## config.mk

```make
export PLATFORM = sky130hd
export DESIGN_NAME = floor_logic_top
export DESIGN_NICKNAME = d
export VERILOG_FILES = /design/src/common/building_pkg.sv /design/src/common/dispatch_pkg.sv /design/src/common/car_status_if.sv /design/src/request_register.sv /design/src/dispatch/travel_direction.sv /design/src/dispatch/target_select.sv /design/src/floor_logic_top.sv
export SDC_FILE = /design/constraint.sdc
export NUM_CORES = 1
export LEC_CHECK = 0
export ABC_AREA = 0
export ABC_CLOCK_PERIOD_IN_PS = 2500
export BUFFER_PORTS_ARGS = -buffer_cell sky130_fd_sc_hd__buf_2
export CAP_MARGIN = 20
export CORE_AREA = 2 2 64 66
export CTS_BUF_LIST = sky130_fd_sc_hd__clkbuf_8
export CTS_CLUSTER_SIZE = 24
export DETAILED_ROUTE_END_ITERATION = 10
export DIE_AREA = 0 0 66 68
export GPL_ROUTABILITY_DRIVEN = 1
export PLACE_DENSITY = 0.81
export SYNTH_ARGS = -nofsm -noshare
export SYNTH_HDL_FRONTEND = slang
export SYNTH_SLANG_ARGS = --single-unit
```

## constraint.sdc

```tcl
create_clock -name clock -period 2.5 [get_ports clock]
set_input_delay 0.25 -clock clock [delete_from_list [all_inputs] [get_ports clock]]
set_output_delay 0.25 -clock clock [all_outputs]
set_load 0.01 [all_outputs]
```

## src/common/building_pkg.sv

```systemverilog
////////////////////////////////////////
// Building geometry: floor count and
// the floor number and floor mask types
////////////////////////////////////////

package building_pkg;

    // Floors served by the car, lowest floor is 0
    localparam int num_floors = 11;

    // Width of a floor number
    localparam int floor_width = 4;

    ////////////////////////////////////////
    // Types
    ////////////////////////////////////////

    // Floor number, 0 up to num_floors - 1
    typedef logic [floor_width-1:0] floor_t;

    // One bit per floor, bit 0 is the lowest floor
    typedef logic [num_floors-1:0] floor_mask_t;

endpackage

```

## src/common/dispatch_pkg.sv

```systemverilog
////////////////////////////////////////
// Dispatch types: travel direction
////////////////////////////////////////

package dispatch_pkg;

    // Direction the car sweeps through its requests
    typedef enum logic {
        dir_down = 1'b0,
        dir_up   = 1'b1
    } travel_dir_e;

endpackage

```

## src/common/car_status_if.sv

```systemverilog
////////////////////////////////////////
// Car status bundle: floor, motion,
// power and emergency
////////////////////////////////////////

interface car_status_if;
    import building_pkg::*;

    // Floor the car is at or last passed
    floor_t current_floor;

    // High while the car travels between floors
    logic moving;

    // Main power switch and emergency stop
    logic power_on;
    logic emergency;

    // Receivers only read the status
    modport sink (
        input current_floor,
        input moving,
        input power_on,
        input emergency
    );

endinterface

```

## src/request_register.sv

```systemverilog
////////////////////////////////////////
// Request register: hall call and car
// panel lights, and the pending mask
////////////////////////////////////////

module request_register (
    input  logic                  clock,
    input  logic                  reset_n,
    input  building_pkg::floor_mask_t floor_call_buttons,
    input  building_pkg::floor_mask_t panel_buttons,
    car_status_if.sink            car,
    output building_pkg::floor_mask_t call_button_lights,
    output building_pkg::floor_mask_t panel_button_lights,
    output building_pkg::floor_mask_t pending
);
    import building_pkg::*;

    floor_mask_t here_mask;
    logic        latch_enable;
    logic        clear_enable;

    ////////////////////////////////////////
    // Masks shared by both light sets
    ////////////////////////////////////////

    // One-hot of the current floor, all zero for an out of range floor
    always_comb begin
        here_mask = '0;
        for (int i = 0; i < num_floors; i++) begin
            if (car.current_floor == floor_t'(i)) begin
                here_mask[i] = 1'b1;
            end
        end
    end

    // New presses only latch with power on and no emergency
    assign latch_enable = car.power_on && !car.emergency;

    // A stopped car serves its floor, emergency or not
    assign clear_enable = car.power_on && !car.moving;

    // Set by presses away from the current floor, then drop the served floor
    function automatic floor_mask_t next_lights(
        input floor_mask_t lights,
        input floor_mask_t buttons
    );
        floor_mask_t set_mask;
        floor_mask_t clear_mask;
        set_mask   = latch_enable ? (buttons & ~here_mask) : '0;
        clear_mask = clear_enable ? here_mask : '0;
        return (lights | set_mask) & ~clear_mask;
    endfunction

    ////////////////////////////////////////
    // Light registers
    ////////////////////////////////////////

    always_ff @(posedge clock or negedge reset_n) begin
        if (!reset_n) begin
            call_button_lights  <= '0;
            panel_button_lights <= '0;
        end else begin
            call_button_lights  <= next_lights(call_button_lights, floor_call_buttons);
            panel_button_lights <= next_lights(panel_button_lights, panel_buttons);
        end
    end

    // A floor is pending if either of its buttons is lit
    assign pending = call_button_lights | panel_button_lights;

endmodule

```

## src/dispatch/travel_direction.sv

```systemverilog
////////////////////////////////////////
// Travel direction register, flips when
// no request is left ahead of the car
////////////////////////////////////////

module travel_direction (
    input  logic                      clock,
    input  logic                      reset_n,
    car_status_if.sink                car,
    input  building_pkg::floor_mask_t pending,
    output dispatch_pkg::travel_dir_e travel_dir
);
    import building_pkg::*;
    import dispatch_pkg::*;

    logic any_above;
    logic any_below;

    ////////////////////////////////////////
    // Request position relative to the car
    ////////////////////////////////////////

    always_comb begin
        any_above = 1'b0;
        any_below = 1'b0;
        for (int i = 0; i < num_floors; i++) begin
            if (pending[i] && (floor_t'(i) > car.current_floor)) begin
                any_above = 1'b1;
            end
            if (pending[i] && (floor_t'(i) < car.current_floor)) begin
                any_below = 1'b1;
            end
        end
    end

    ////////////////////////////////////////
    // Direction FSM
    ////////////////////////////////////////

    always_ff @(posedge clock or negedge reset_n) begin
        if (!reset_n) begin
            travel_dir <= dir_up;
        end else begin
            case (travel_dir)
                dir_up: begin
                    // Nothing left above, turn round for the floors below
                    if (!any_above && any_below) begin
                        travel_dir <= dir_down;
                    end
                end
                dir_down: begin
                    if (!any_below && any_above) begin
                        travel_dir <= dir_up;
                    end
                end
                default: travel_dir <= dir_up;
            endcase
        end
    end

endmodule

```

## src/dispatch/target_select.sv

```systemverilog
////////////////////////////////////////
// Target floor register and the
// activate request to the car
////////////////////////////////////////

module target_select (
    input  logic                      clock,
    input  logic                      reset_n,
    car_status_if.sink                car,
    input  building_pkg::floor_mask_t pending,
    input  dispatch_pkg::travel_dir_e travel_dir,
    output building_pkg::floor_t      target_floor,
    output logic                      activate_elevator
);
    import building_pkg::*;
    import dispatch_pkg::*;

    floor_t next_target;
    logic   next_activate;

    ////////////////////////////////////////
    // Nearest request ahead of the car
    ////////////////////////////////////////

    // Falls back to the current floor when nothing lies ahead
    function automatic floor_t nearest_ahead(
        input floor_mask_t req,
        input floor_t      here,
        input travel_dir_e dir
    );
        floor_t pick;
        pick = here;
        if (dir == dir_up) begin
            // Scan downward so the lowest floor above wins
            for (int i = num_floors - 1; i >= 0; i--) begin
                if (req[i] && (floor_t'(i) > here)) begin
                    pick = floor_t'(i);
                end
            end
        end else begin
            // Scan upward so the highest floor below wins
            for (int i = 0; i < num_floors; i++) begin
                if (req[i] && (floor_t'(i) < here)) begin
                    pick = floor_t'(i);
                end
            end
        end
        return pick;
    endfunction

    // Target is frozen while the car travels
    assign next_target = car.moving ? target_floor
                                    : nearest_ahead(pending, car.current_floor, travel_dir);

    assign next_activate = (next_target != car.current_floor) && !car.moving
                           && car.power_on && !car.emergency;

    ////////////////////////////////////////
    // Output registers
    ////////////////////////////////////////

    always_ff @(posedge clock or negedge reset_n) begin
        if (!reset_n) begin
            target_floor      <= '0;
            activate_elevator <= 1'b0;
        end else begin
            target_floor      <= next_target;
            activate_elevator <= next_activate;
        end
    end

endmodule

```

## src/floor_logic_top.sv

```systemverilog
////////////////////////////////////////
// Floor logic top: request register,
// direction and target select
////////////////////////////////////////

module floor_logic_top (
    input  logic                      clock,
    input  logic                      reset_n,
    input  building_pkg::floor_mask_t floor_call_buttons,
    input  building_pkg::floor_mask_t panel_buttons,
    input  logic                      emergency_btn,
    input  logic                      power_switch,
    input  building_pkg::floor_t      current_floor,
    input  logic                      car_moving,
    output building_pkg::floor_mask_t call_button_lights,
    output building_pkg::floor_mask_t panel_button_lights,
    output building_pkg::floor_t      target_floor,
    output logic                      activate_elevator,
    output logic                      travel_up
);
    import building_pkg::*;
    import dispatch_pkg::*;

    floor_mask_t pending;
    travel_dir_e travel_dir;

    ////////////////////////////////////////
    // Car status bundle
    ////////////////////////////////////////

    car_status_if car ();

    assign car.current_floor = current_floor;
    assign car.moving        = car_moving;
    assign car.power_on      = power_switch;
    assign car.emergency     = emergency_btn;

    ////////////////////////////////////////
    // Blocks
    ////////////////////////////////////////

    request_register u_request_register (
        .clock               (clock),
        .reset_n             (reset_n),
        .floor_call_buttons  (floor_call_buttons),
        .panel_buttons       (panel_buttons),
        .car                 (car),
        .call_button_lights  (call_button_lights),
        .panel_button_lights (panel_button_lights),
        .pending             (pending)
    );

    travel_direction u_travel_direction (
        .clock      (clock),
        .reset_n    (reset_n),
        .car        (car),
        .pending    (pending),
        .travel_dir (travel_dir)
    );

    target_select u_target_select (
        .clock             (clock),
        .reset_n           (reset_n),
        .car               (car),
        .pending           (pending),
        .travel_dir        (travel_dir),
        .target_floor      (target_floor),
        .activate_elevator (activate_elevator)
    );

    assign travel_up = (travel_dir == dir_up);

endmodule

```

==> results of run 1 <==
[synthesized netlist by cell type (3+ instances only)]
| cell | count | share of area [%] |
|---|---|---|
| sky130_fd_sc_hd__a21oi_1 | 30 | 7.6 |
| sky130_fd_sc_hd__a31oi_1 | 3 | 0.95 |
| sky130_fd_sc_hd__buf_2 | 6 | 1.5 |
| sky130_fd_sc_hd__clkbuf_1 | 5 | 0.95 |
| sky130_fd_sc_hd__dfrtp_1 | 27 | 34 |
| sky130_fd_sc_hd__inv_1 | 3 | 0.57 |
| sky130_fd_sc_hd__nand2_1 | 16 | 3.0 |
| sky130_fd_sc_hd__nand2b_1 | 3 | 0.95 |
| sky130_fd_sc_hd__nand3_1 | 3 | 0.76 |
| sky130_fd_sc_hd__nor2_1 | 56 | 11 |
| sky130_fd_sc_hd__nor2b_1 | 3 | 0.95 |
| sky130_fd_sc_hd__nor3_1 | 16 | 4.1 |
| sky130_fd_sc_hd__nor4_1 | 5 | 1.6 |
| sky130_fd_sc_hd__o21ai_0 | 10 | 2.5 |
| sky130_fd_sc_hd__o21bai_1 | 4 | 1.5 |
| sky130_fd_sc_hd__o22ai_1 | 3 | 0.95 |
| sky130_fd_sc_hd__o31ai_1 | 4 | 1.5 |
| sky130_fd_sc_hd__or2_2 | 5 | 1.6 |
| sky130_fd_sc_hd__xnor2_1 | 3 | 1.3 |
[cell families (layout without fill, tap and decap cells)]
family          Yosys count  after routing  synth area share, %
flops                    28             28                 35.6
buf+inv                  19             76                 4.95
xor+xnor                  3              3                 1.33
mux                       1              1                0.508
fa+ha+maj                 1              1                0.508
compound gates           91             91                 31.7
simple gates            112            112                 25.4
[layer usage]
metal / part of all wire [%] / global-route usage [%] / wire [µm] / vias up
li1: - / - / - / 1057
met1: 43 / 35.0 / 2460 / 1022
met2: 48 / 45.7 / 2780 / 118
met3: 6.8 / 2.96 / 393 / 15
met4: 2.4 / 9.44 / 136 / 0
met5: 0 / 0 / 0 / -
[how the worst max path moves through the flow]
| stage | startpoint | endpoint | slack, ns | cells past startpoint |
|---|---|---|---|---|
| global placement | current_floor[2] | u_target_select.activate_elevator | 0.23 | 8 |
| detailed placement | current_floor[3] | u_target_select.activate_elevator | 0.22 | 8 |
| global route | u_request_register.call_button_lights[7] | u_target_select.activate_elevator | 0.13 | 7 |
| CTS | u_request_register.call_button_lights[7] | u_target_select.activate_elevator | 0.28 | 7 |
| finish | u_request_register.call_button_lights[7] | u_target_select.activate_elevator | 0.19 | 7 |
| floorplan | u_request_register.call_button_lights[9] | u_target_select.activate_elevator | 0.46 | 7 |
[power breakdown]
group | switching (µW) | leakage [µW] | internal, µW
logic | 200 | 0.000628 | 146
clock network | 150 | 0.0000288 | 141
registers | 61.6 | 0.000279 | 504
total | 412 | 0.000936 | 792
[per-stage QoR]
stage               area (µm²)  util [%]  power [µW]
global route              2370      61.5        1280
finish                    2370      61.5        1200
floorplan                 1970         -         776
detailed placement        2310      59.8         915
global placement          2310      59.8         909
CTS                       2370      61.5        1200
[layout by cell type (no fill, tap or decap), types with 3 or more instances in the layout]
master / instances
sky130_fd_sc_hd__nor3_1: 16
sky130_fd_sc_hd__nor2b_1: 3
sky130_fd_sc_hd__clkbuf_8: 4
sky130_fd_sc_hd__nand3_1: 3
sky130_fd_sc_hd__o22ai_1: 3
sky130_fd_sc_hd__inv_1: 3
sky130_fd_sc_hd__buf_4: 8
sky130_fd_sc_hd__or2_2: 5
sky130_fd_sc_hd__xnor2_1: 3
sky130_fd_sc_hd__nor4_1: 5
sky130_fd_sc_hd__nand2_1: 16
sky130_fd_sc_hd__a21oi_1: 30
sky130_fd_sc_hd__o21bai_1: 4
sky130_fd_sc_hd__nand2b_1: 3
sky130_fd_sc_hd__a31oi_1: 3
sky130_fd_sc_hd__buf_2: 58
sky130_fd_sc_hd__nor2_1: 56
sky130_fd_sc_hd__o31ai_1: 4
sky130_fd_sc_hd__dfrtp_1: 27
sky130_fd_sc_hd__o21ai_0: 10
[final cells by class]
type | instances | area [µm²]
fill | 388 | 1490
inverter | 5 | 18.8
sequential | 28 | 702
clock buffer | 4 | 55.1
multi-input combinational | 208 | 1170
timing repair buffer | 67 | 360
tap | 50 | 62.6
[state kept, by name, summed over array words and instances (netlist names)]
signal	count
u_target_select.target_floor	4
u_request_register.panel_button_lights	11
u_request_register.call_button_lights	11
u_travel_direction.travel_dir	1
u_target_select.activate_elevator	1
==> reports/metrics.json, run 1 <==
{
  "yosys": {
    "share_of_synthesized_flip_flops_with_an_asynchronous_set_or_reset_pct": 100,
    "synth_enable_flop_cells": 0,
    "synth.cell_area_um2": 1970,
    "ys.flop_type": "sky130_fd_sc_hd__dfrtp_1",
    "syn-instance-count": 255,
    "synth-seq-cells": 28,
    "synth_cell_type_count": 56,
    "synthesis.nets": 286,
    "syn_area_per_cell_um2": 7.73,
    "ys.warnings.count": 0,
    "yosysSeqAreaShare_pct": 35.6
  },
  "clock_tree": {
    "cts_max_level": 1,
    "worst_skew_pair.late_latency_ns": 0.28,
    "post_cts.resized_instances": 0,
    "path_clk_slew_ns": 0.10,
    "post_cts_buffers": 0,
    "cts_tree": "built",
    "cts_max_path_buffers": 2,
    "numCtsBuffers": 3,
    "cts_root_buffer": "sky130_fd_sc_hd__clkbuf_8",
    "hold_buffers": 1,
    "cts_sinks": 28
  },
  "floorplan": {
    "die_span_y_um": 68,
    "floorplan_die_width_um": 66,
    "core_area_um2": 3860,
    "fp-row-count": 23,
    "top_level_ports": 59,
    "floorplan.initialDensity_pct": 51.1,
    "total_die_area_um2": 4490
  },
  "power": {
    "power.density_nw_per_um2": 508,
    "ir_drop_mv": 0.260,
    "leakagePower_uw": 0.000936
  },
  "timing": {
    "finalSetupViolCount": 0,
    "final_critical_path_setup_slack_ns": 0.189,
    "slew_viol_final": 0,
    "unrepaired_setup_endpoints_after_global_routing": "no",
    "final-hold-violation-count": 0,
    "timing.max_slew.rel_slack_pct": 58.1,
    "worst_hold_slack_across_all_endpoints_ns": 0.120,
    "tns_ns": 0,
    "max_freq_mhz": 433,
    "worst_clock_skew_ns": 0.00330,
    "tightest_slew_ns": 0.628,
    "period_needed_ns": 2.31,
    "final.period_utilization_pct": 92.4
  },
  "route": {
    "antenna_violating_nets_post_route": 0,
    "wl_per_cell_um": 15.9,
    "vias": 2212,
    "routed_wl_mm": 5.76,
    "dr.pass1.iters": 5,
    "viasPerCell": 6.11,
    "drt-initial-drc-count": 193,
    "drc_violations_left": 0
  },
  "hold_path": {
    "tightest_hold_check_type": "primary input to flop",
    "holdPathEnd": "u_target_select.activate_elevator",
    "worst_hold_startpoint": "emergency_btn",
    "whs_path_depth": 2
  },
  "global_route": {
    "grtUsageTotal_pct": 26.6,
    "grt_antenna_before_repair": 0,
    "grt_max_degree": 29,
    "first_pass_grt_wire_length_mm": 9.22,
    "grt-ovfl-total": 0,
    "grt_pass1_vias": 2002
  },
  "cells_and_area": {
    "post_route_cells_drive_above_1_share_pct": 26.6,
    "finish.net_count": 344,
    "area.growth.synth_to_final_pct": 20.2,
    "antenna_cells": 0,
    "instances_no_fill": 362
  },
  "critical_path": {
    "ff2ff_setup_slack_ns": 0.19,
    "timing.rr.end": "u_target_select.activate_elevator",
    "critical_path.endpoint_type": "flop",
    "crit_fanout": 4,
    "worst-r2r-cell-count": 7,
    "timing.setup.critical_path_class": "flop to flop",
    "crit_arrival_ns": 2.46,
    "start_kind": "flop",
    "critPathTopFamily": "compound AO/OA/AOI/OAI gates",
    "critPathSlowestCell": "sky130_fd_sc_hd__dfrtp_1",
    "launch_point_of_the_worst_reg_to_reg_path": "u_request_register.call_button_lights[7]",
    "critical_path.cell_chain": "o21ai_0 -> a21boi_1 -> nand2_1 -> o41ai_1 -> nor3_1 -> nor4_1 -> a311oi_1",
    "timing.critical_path.buf_inv": 0,
    "critical_path_required_ns": 2.65,
    "cp_max_stage_delay_ns": 0.42
  },
  "placed_design": {
    "place.port_buffers": 58,
    "place.gp.congestion": 1.06,
    "placed_wire_length_estimate_after_detailed_placement_mm": 4.33,
    "post-place-cells": 357,
    "dp_slack_ns": 0.222
  },
  "run_status": {
    "result_of_the_run": "finished clean"
  },
  "run": {
    "maxcap_violations": 0
  }
}
No activity file was read; power rests on OpenSTA's default activity.
==> inputs of run 2 (changes only) <==
--- a/config.mk
+++ b/config.mk
@@ -9,13 +9,12 @@
 export ABC_CLOCK_PERIOD_IN_PS = 2500
 export BUFFER_PORTS_ARGS = -buffer_cell sky130_fd_sc_hd__buf_2
 export CAP_MARGIN = 20
-export CORE_AREA = 2 2 64 66
+export CORE_AREA = 2 2 77 79
 export CTS_BUF_LIST = sky130_fd_sc_hd__clkbuf_8
 export CTS_CLUSTER_SIZE = 24
 export DETAILED_ROUTE_END_ITERATION = 10
-export DIE_AREA = 0 0 66 68
+export DIE_AREA = 0 0 79 81
 export GPL_ROUTABILITY_DRIVEN = 1
-export PLACE_DENSITY = 0.81
 export SYNTH_ARGS = -nofsm -noshare
 export SYNTH_HDL_FRONTEND = slang
 export SYNTH_SLANG_ARGS = --single-unit
==> run 2 against run 1 <==
Total power shrank 2.8%. Via count fell by 2.3%. Sequential share of layout area down 0.26 points. Non-clock buffer count unchanged. Critical endpoint unchanged.
==> reports/metrics.json, run 2 (synthesis gave the netlist of run 1 again) <==
{
  "run_status": {
    "result_of_the_run": {"value": "finished clean", "change": "unchanged"}
  },
  "route": {
    "vias": {"value": 2161, "change": "was 2212"},
    "wl_per_cell": {"value": 15.4, "unit": "µm", "change": "was 15.9 µm"},
    "routed_wl": {"value": 5.94, "unit": "mm", "change": "was 5.76 mm"},
    "drt-initial-drc-count": {"value": 174, "change": "was 193"},
    "drc_violations_left": {"value": 0, "change": "unchanged"},
    "viasPerCell": {"value": 5.58, "change": "was 6.11"},
    "dr.pass1.iters": {"value": 4, "change": "was 5"},
    "antenna_violating_nets_post_route": {"value": 0, "change": "unchanged"}
  },
  "power": {
    "power.density": {"value": 489, "unit": "nW/µm²", "change": "was 508 nW/µm²"},
    "leakagePower": {"value": 0.000934, "unit": "µW", "change": "was 0.000936 µW"},
    "power.total": {"value": 1170, "unit": "µW", "change": "was 1200 µW"},
    "ir_drop": {"value": 0.208, "unit": "mV", "change": "was 0.260 mV"}
  },
  "cells_and_area": {
    "antenna_cells": {"value": 0, "change": "unchanged"},
    "multiInputGateArea": {"value": 1170, "unit": "µm²", "change": "unchanged"},
    "layout_top_registers": {"value": "u_request_register.call_button_lights (11), u_request_register.panel_button_lights (11), u_target_select.target_floor (4)", "change": "unchanged"},
    "post_route_cells_drive_above_1_share": {"value": 26.3, "unit": "%", "change": "was 26.6%"},
    "area.growth.synth_to_final": {"value": 21.3, "unit": "%", "change": "was 20.2%"},
    "highest_count_cells_in_the_layout_ignoring_fill_and_taps": {"value": "58 x sky130_fd_sc_hd__buf_2, 56 x sky130_fd_sc_hd__nor2_1, 30 x sky130_fd_sc_hd__a21oi_1", "change": "unchanged"},
    "finish.net_count": {"value": 344, "change": "unchanged"},
    "sequential_cell_area": {"value": 702, "unit": "µm²", "change": "unchanged"},
    "final_instance_area": {"value": 2390, "unit": "µm²", "change": "was 2370 µm²"},
    "fillerInstances": {"value": 601, "change": "was 388"},
    "layout_commonest_cell": {"value": "sky130_fd_sc_hd__buf_2", "change": "unchanged"}
  },
  "timing": {
    "tns": {"value": 0, "unit": "ns", "change": "unchanged"},
    "worst_clock_skew": {"value": 0.0119, "unit": "ns", "change": "was 0.00330 ns"},
    "period_needed": {"value": 2.30, "unit": "ns", "change": "was 2.31 ns"},
    "slew_viol_final": {"value": 0, "change": "unchanged"},
    "max_freq": {"value": 435, "unit": "MHz", "change": "was 433 MHz"},
    "timing.max_slew.rel_slack": {"value": 58.3, "unit": "%", "change": "was 58.1%"},
    "final.period_utilization": {"value": 91.9, "unit": "%", "change": "was 92.4%"},
    "finalSetupViolCount": {"value": 0, "change": "unchanged"},
    "tightest_slew": {"value": 0.625, "unit": "ns", "change": "was 0.628 ns"},
    "final-hold-violation-count": {"value": 0, "change": "unchanged"},
    "unrepaired_setup_endpoints_after_global_routing": {"value": "no", "change": "unchanged"}
  },
  "critical_path": {
    "critical_path_required": {"value": 2.68, "unit": "ns", "change": "was 2.65 ns"},
    "ff2ff_setup_slack": {"value": 0.20, "unit": "ns", "change": "was 0.19 ns"},
    "crit_fanout": {"value": 6, "change": "was 4"},
    "critical_path.endpoint_type": {"value": "flop", "change": "unchanged"},
    "start_kind": {"value": "flop", "change": "unchanged"},
    "crit_arrival": {"value": 2.48, "unit": "ns", "change": "was 2.46 ns"},
    "timing.setup.critical_path_class": {"value": "flop to flop", "change": "unchanged"}
  },
  "clock_tree": {
    "cts_root_buffer": {"value": "sky130_fd_sc_hd__clkbuf_8", "change": "unchanged"},
    "path_clk_slew": {"value": 0.10, "unit": "ns", "change": "about the same"},
    "cts_tree": {"value": "built", "change": "unchanged"},
    "cts_max_path_buffers": {"value": 2, "change": "unchanged"},
    "worst_skew_pair.late_latency": {"value": 0.28, "unit": "ns", "change": "about the same"},
    "cts_max_level": {"value": 1, "change": "unchanged"},
    "post_cts.resized_instances": {"value": 0, "change": "unchanged"},
    "cts_sinks": {"value": 28, "change": "unchanged"},
    "numCtsBuffers": {"value": 3, "change": "unchanged"}
  },
  "global_route": {
    "grt_pass1_vias": {"value": 1971, "change": "was 2002"},
    "grt-ovfl-total": {"value": 0, "change": "unchanged"},
    "grtUsageTotal": {"value": 18.8, "unit": "%", "change": "was 26.6%"},
    "grt_antenna_before_repair": {"value": 0, "change": "unchanged"},
    "grt_max_degree": {"value": 29, "change": "unchanged"},
    "first_pass_grt_wire_length": {"value": 9.49, "unit": "mm", "change": "was 9.22 mm"}
  },
  "placed_design": {
    "placement.cell_area": {"value": 2340, "unit": "µm²", "change": "was 2310 µm²"},
    "place.gp.congestion": {"value": 1.04, "change": "was 1.06"},
    "place.port_buffers": {"value": 58, "change": "unchanged"},
    "placed_wire_length_estimate_after_detailed_placement": {"value": 4.55, "unit": "mm", "change": "was 4.33 mm"}
  },
  "hold_path": {
    "tightest_hold_check_type": {"value": "primary input to flop", "change": "unchanged"}
  },
  "floorplan": {
    "floorplan_die_width": {"value": 79, "unit": "µm", "change": "was 66 µm"},
    "top_level_ports": {"value": 59, "change": "unchanged"},
    "die_span_y": {"value": 81, "unit": "µm", "change": "was 68 µm"},
    "fp-row-count": {"value": 28, "change": "was 23"},
    "floorplan.initialDensity": {"value": 34.7, "unit": "%", "change": "was 51.1%"},
    "total_die_area": {"value": 6400, "unit": "µm²", "change": "was 4490 µm²"},
    "core_area": {"value": 5680, "unit": "µm²", "change": "was 3860 µm²"}
  },
  "run": {
    "maxcap_violations": {"value": 0, "change": "unchanged"}
  }
}
==> run 2: changes by cell type in the layout (fill, tap and decap cells not counted) <==
cell and delta:
sky130_fd_sc_hd__clkbuf_8 -1, sky130_fd_sc_hd__inv_1 +1
==> run 2: power breakdown <==
part	internal, µW	leakage (µW)	switching, µW
clock network	111	0.0000269	145
registers	504	0.000279	61.3
logic	147	0.000628	202
total	762	0.000934	408
==> run 2: final cells by class <==
cell class	count	share of cell area, %
clock inverter	1	0.157
clock buffer	3	1.73
multi-input combinational	208	49.0
timing repair buffer	67	15.1
tap	75	3.92
sequential	28	29.3
inverter	5	0.785
==> run 2: final timing paths <==
check / startpoint / end / cells past startpoint
worst min-delay path: emergency_btn / u_target_select.activate_elevator / 2
max in group asynchronous: reset_n / u_request_register.call_button_lights[0] / 2
worst max register to register: u_request_register.call_button_lights[9] / u_target_select.activate_elevator / 9
worst max-delay path: u_request_register.call_button_lights[9] / u_target_select.activate_elevator / 9
worst min register to register: u_request_register.panel_button_lights[2] / u_request_register.panel_button_lights[2] / 2
min in group asynchronous: reset_n / u_request_register.call_button_lights[9] / 2
==> run 2: repair_timing <==
item | 4_1_cts | 5_1_grt
buffers inserted | 0 | 0
hold endpoints to repair | 14 | 0
hold buffers | 1 | 0
==> run 2: per-stage QoR <==
step / utilization [%] / setup slack, ns / hold WS, ns / std cells
final: 42.2 / 0.203 / 0.141 / 387
after CTS: 42.2 / 0.251 / 0.128 / 387
after global routing: 42.2 / 0.0300 / 0.127 / 387
after global placement: 41.2 / 0.198 / 0.307 / 382
after floorplan: - / 0.463 / -0.0456 / 255
after detailed placement: 41.2 / 0.181 / 0.308 / 382
==> run 2: critical path, stage by stage (launching register included) <==
cell                       delay (ns)
sky130_fd_sc_hd__dfrtp_1         0.47
sky130_fd_sc_hd__nor4_1          0.31
sky130_fd_sc_hd__buf_4           0.17
sky130_fd_sc_hd__nor3_1          0.05
sky130_fd_sc_hd__buf_4           0.17
sky130_fd_sc_hd__o311ai_0        0.33
sky130_fd_sc_hd__o41ai_1         0.16
sky130_fd_sc_hd__nor3_1          0.22
sky130_fd_sc_hd__nor4_1          0.09
sky130_fd_sc_hd__a311oi_1        0.22
==> run 2: layer usage <==
layer / vias to the layer above / part of all wire [%] / GRT usage [%]
li1: 1055 / - / -
met1: 1022 / 46 / 26.3
met2: 78 / 47 / 30.6
met3: 6 / 5.0 / 1.78
met4: 0 / 1.4 / 6.38
met5: - / 0 / 0
==> inputs of run 3 (changes only) <==
--- a/config.mk
+++ b/config.mk
@@ -15,6 +15,7 @@
 export DETAILED_ROUTE_END_ITERATION = 10
 export DIE_AREA = 0 0 79 81
 export GPL_ROUTABILITY_DRIVEN = 1
+export SETUP_SLACK_MARGIN = 0.4
 export SYNTH_ARGS = -nofsm -noshare
 export SYNTH_HDL_FRONTEND = slang
 export SYNTH_SLANG_ARGS = --single-unit
==> run 3 against run 2 <==
Combinational power up 7.4%. Worst hold slack got worse by 0.0087 ns. Clock-buffer cell count is the same. Wire length increased by 3.1%. Total power up 2.8%. Global-route usage increased by 0.26 points. Design area grew 4.6%. Via count is 3.0% higher. Die area unchanged. Critical endpoint unchanged. Largest cell class unchanged. Highest routed layer unchanged.
==> reports/metrics.json, run 3 (synthesis gave the netlist of run 1 again) <==
{
  "run_status": {
    "result_of_the_run": {"value": "finished clean", "change": "unchanged"}
  },
  "floorplan": {
    "total_die_area": {"value": 6400, "unit": "µm²", "change": "unchanged"},
    "core_area": {"value": 5680, "unit": "µm²", "change": "unchanged"},
    "floorplan_die_width": {"value": 79, "unit": "µm", "change": "unchanged"},
    "fp-row-count": {"value": 28, "change": "unchanged"},
    "floorplan.initialDensity": {"value": 34.7, "unit": "%", "change": "unchanged"},
    "top_level_ports": {"value": 59, "change": "unchanged"},
    "die_span_y": {"value": 81, "unit": "µm", "change": "unchanged"}
  },
  "critical_path": {
    "critPathSlowestCell": {"value": "sky130_fd_sc_hd__dfrtp_2", "change": "was sky130_fd_sc_hd__dfrtp_1"},
    "launch_point_of_the_worst_reg_to_reg_path": {"value": "u_request_register.call_button_lights[9]", "change": "unchanged"},
    "start_kind": {"value": "flop", "change": "unchanged"},
    "timing.rr.end": {"value": "u_target_select.activate_elevator", "change": "unchanged"},
    "crit_fanout": {"value": 5, "change": "was 6"},
    "critical_path.cell_chain": {"value": "nor4_4 -> buf_4 -> nor3_1 -> buf_4 -> nor3_2 -> a21oi_1 -> and3_1 -> nor4_1 -> a311oi_1", "change": "was nor4_1 -> buf_4 -> nor3_1 -> buf_4 -> o311ai_0 -> o41ai_1 -> nor3_1 -> nor4_1 -> a311oi_1"},
    "critical_path.endpoint_type": {"value": "flop", "change": "unchanged"},
    "ff2ff_setup_slack": {"value": 0.41, "unit": "ns", "change": "was 0.20 ns"},
    "timing.setup.critical_path_class": {"value": "flop to flop", "change": "unchanged"},
    "cp_max_stage_delay": {"value": 0.46, "unit": "ns", "change": "was 0.47 ns"},
    "critical_path_required": {"value": 2.65, "unit": "ns", "change": "was 2.68 ns"},
    "crit_arrival": {"value": 2.23, "unit": "ns", "change": "was 2.48 ns"},
    "crit_path_frequent_cell": "sky130_fd_sc_hd__buf_4",
    "worst-r2r-cell-count": {"value": 9, "change": "unchanged"}
  },
  "route": {
    "wl_per_cell": {"value": 15.6, "unit": "µm", "change": "was 15.4 µm"},
    "vias": {"value": 2225, "change": "was 2161"},
    "routed_wl": {"value": 6.12, "unit": "mm", "change": "was 5.94 mm"},
    "drt-initial-drc-count": {"value": 166, "change": "was 174"},
    "antenna_violating_nets_post_route": {"value": 0, "change": "unchanged"},
    "dr.pass1.iters": {"value": 5, "change": "was 4"},
    "viasPerCell": {"value": 5.68, "change": "was 5.58"},
    "drc_violations_left": {"value": 0, "change": "unchanged"}
  },
  "placed_design": {
    "placement.cell_area": {"value": 2340, "unit": "µm²", "change": "unchanged"},
    "placed_wire_length_estimate_after_detailed_placement": {"value": 4.55, "unit": "mm", "change": "unchanged"},
    "place.gp.congestion": {"value": 1.04, "change": "unchanged"},
    "place.port_buffers": {"value": 58, "change": "unchanged"}
  },
  "power": {
    "leakagePower": {"value": 0.000974, "unit": "µW", "change": "was 0.000934 µW"},
    "ir_drop": {"value": 0.209, "unit": "mV", "change": "was 0.208 mV"},
    "power.density": {"value": 480, "unit": "nW/µm²", "change": "was 489 nW/µm²"}
  },
  "run": {
    "maxcap_violations": {"value": 0, "change": "unchanged"}
  },
  "timing": {
    "tns": {"value": 0, "unit": "ns", "change": "unchanged"},
    "slew_viol_final": {"value": 0, "change": "unchanged"},
    "unrepaired_setup_endpoints_after_global_routing": {"value": "yes", "change": "was no"},
    "timing.max_slew.rel_slack": {"value": 58.5, "unit": "%", "change": "was 58.3%"},
    "max_freq": {"value": 480, "unit": "MHz", "change": "was 435 MHz"},
    "worst_clock_skew": {"value": 0.0111, "unit": "ns", "change": "was 0.0119 ns"},
    "finalSetupViolCount": {"value": 0, "change": "unchanged"},
    "worst_hold_slack_across_all_endpoints": {"value": 0.132, "unit": "ns", "change": "was 0.141 ns"},
    "period_needed": {"value": 2.09, "unit": "ns", "change": "was 2.30 ns"},
    "tightest_slew": {"value": 0.623, "unit": "ns", "change": "was 0.625 ns"},
    "final-hold-violation-count": {"value": 0, "change": "unchanged"},
    "final.period_utilization": {"value": 83.4, "unit": "%", "change": "was 91.9%"}
  },
  "hold_path": {
    "holdPathEnd": {"value": "u_target_select.activate_elevator", "change": "unchanged"},
    "tightest_hold_check_type": {"value": "primary input to flop", "change": "unchanged"},
    "worst_hold_startpoint": {"value": "emergency_btn", "change": "unchanged"},
    "whs_path_depth": {"value": 2, "change": "unchanged"}
  },
  "cells_and_area": {
    "post_route_cells_drive_above_1_share": {"value": 31.2, "unit": "%", "change": "was 26.3%"},
    "finish.net_count": {"value": 349, "change": "was 344"},
    "layout_top_registers": {"value": "u_request_register.call_button_lights (11), u_request_register.panel_button_lights (11), u_target_select.target_floor (4)", "change": "unchanged"},
    "area.growth.synth_to_final": {"value": 26.9, "unit": "%", "change": "was 21.3%"},
    "highest_count_cells_in_the_layout_ignoring_fill_and_taps": {"value": "57 x sky130_fd_sc_hd__buf_2, 55 x sky130_fd_sc_hd__nor2_1, 30 x sky130_fd_sc_hd__a21oi_1", "change": "was 58 x sky130_fd_sc_hd__buf_2, 56 x sky130_fd_sc_hd__nor2_1, 30 x sky130_fd_sc_hd__a21oi_1"},
    "final_instance_area": {"value": 2500, "unit": "µm²", "change": "was 2390 µm²"},
    "layout_commonest_cell": {"value": "sky130_fd_sc_hd__buf_2", "change": "unchanged"},
    "antenna_cells": {"value": 0, "change": "unchanged"}
  },
  "clock_tree": {
    "path_clk_slew": {"value": 0.10, "unit": "ns", "change": "about the same"},
    "worst_skew_pair.late_latency": {"value": 0.29, "unit": "ns", "change": "was 0.28 ns"},
    "cts_tree": {"value": "built", "change": "unchanged"},
    "cts_max_path_buffers": {"value": 2, "change": "unchanged"},
    "cts_max_level": {"value": 1, "change": "unchanged"},
    "cts_sinks": {"value": 28, "change": "unchanged"},
    "numCtsBuffers": {"value": 3, "change": "unchanged"},
    "cts_root_buffer": {"value": "sky130_fd_sc_hd__clkbuf_8", "change": "unchanged"}
  },
  "global_route": {
    "grt-ovfl-total": {"value": 0, "change": "unchanged"},
    "grtUsageTotal": {"value": 19.1, "unit": "%", "change": "was 18.8%"},
    "grt_pass1_vias": {"value": 1984, "change": "was 1971"},
    "grt_max_degree": {"value": 29, "change": "unchanged"},
    "first_pass_grt_wire_length": {"value": 9.60, "unit": "mm", "change": "was 9.49 mm"},
    "grt_antenna_before_repair": {"value": 0, "change": "unchanged"}
  }
}
==> run 3: changes by cell type in the layout (fill, tap and decap cells not counted), sizes merged <==
cell and delta:
buf +4, clkbuf +1
==> run 3: cell type report <==
cell class,count,area (µm²)
repair buffers,72,400
clock inverters,1,3.75
clock buffers,3,41.3
well taps,75,93.8
inverters,5,18.8
flip-flops and latches,28,707
multi-input cells,208,1240
fillers,594,3170
==> run 3: repair_timing <==
action | in CTS | in global routing
buffers inserted | 0 | 5
setup endpoints to repair | 1 | 1
pin swaps | 0 | 5
hold buffers | 1 | 0
gates resized for setup | 9 | 11
hold endpoints to repair | 14 | 0
==> run 3: where the power goes <==
group / internal [µW] / total (µW) / switching (µW)
Clock: 111 / 259 / 148
Combinational: 160 / 375 / 215
Sequential: 506 / 569 / 62.9
Total: 777 / 1200 / 425
==> run 3: metal layers <==
layer	share of wire, %	vias up	GRT usage (%)
li1	-	1067	-
met1	46	1050	26.2
met2	47	95	31.4
met3	4.8	13	2.11
met4	1.7	0	6.38
met5	0	-	0
==> run 3: how the worst max path moves through the flow <==
stage,startpoint,slack (ns),cells past startpoint,end
2_1_floorplan,u_request_register.call_button_lights[9],0.46,7,u_target_select.activate_elevator
3_3_place_gp,current_floor[3],0.20,8,u_target_select.activate_elevator
3_5_place_dp,current_floor[3],0.18,8,u_target_select.activate_elevator
4_1_cts,u_request_register.call_button_lights[6],0.40,7,u_target_select.activate_elevator
5_1_grt,u_request_register.call_button_lights[8],0.31,9,u_target_select.activate_elevator
6_report,u_request_register.call_button_lights[9],0.41,9,u_target_select.activate_elevator
==> run 3: critical path: cells and delay by family (launching register included) <==
kind	cells	cell delay [ns]
and+or+nand+nor	5	0.91
AOI/OAI and AO/OA	2	0.25
buffers and inverters	2	0.33
DFF	1	0.46
==> run 3: stage by stage <==
| step | setup slack [ns] | power, µW | instances | util (%) |
|---|---|---|---|---|
| 3_3_place_gp | 0.198 | 917 | 382 | 41.2 |
| 2_1_floorplan | 0.463 | 776 | 255 | - |
| 5_1_grt | 0.308 | 1280 | 392 | 44.1 |
| 3_5_place_dp | 0.181 | 921 | 382 | 41.2 |
| 4_1_cts | 0.404 | 1190 | 387 | 42.7 |
| 6_report | 0.415 | 1200 | 392 | 44.1 |
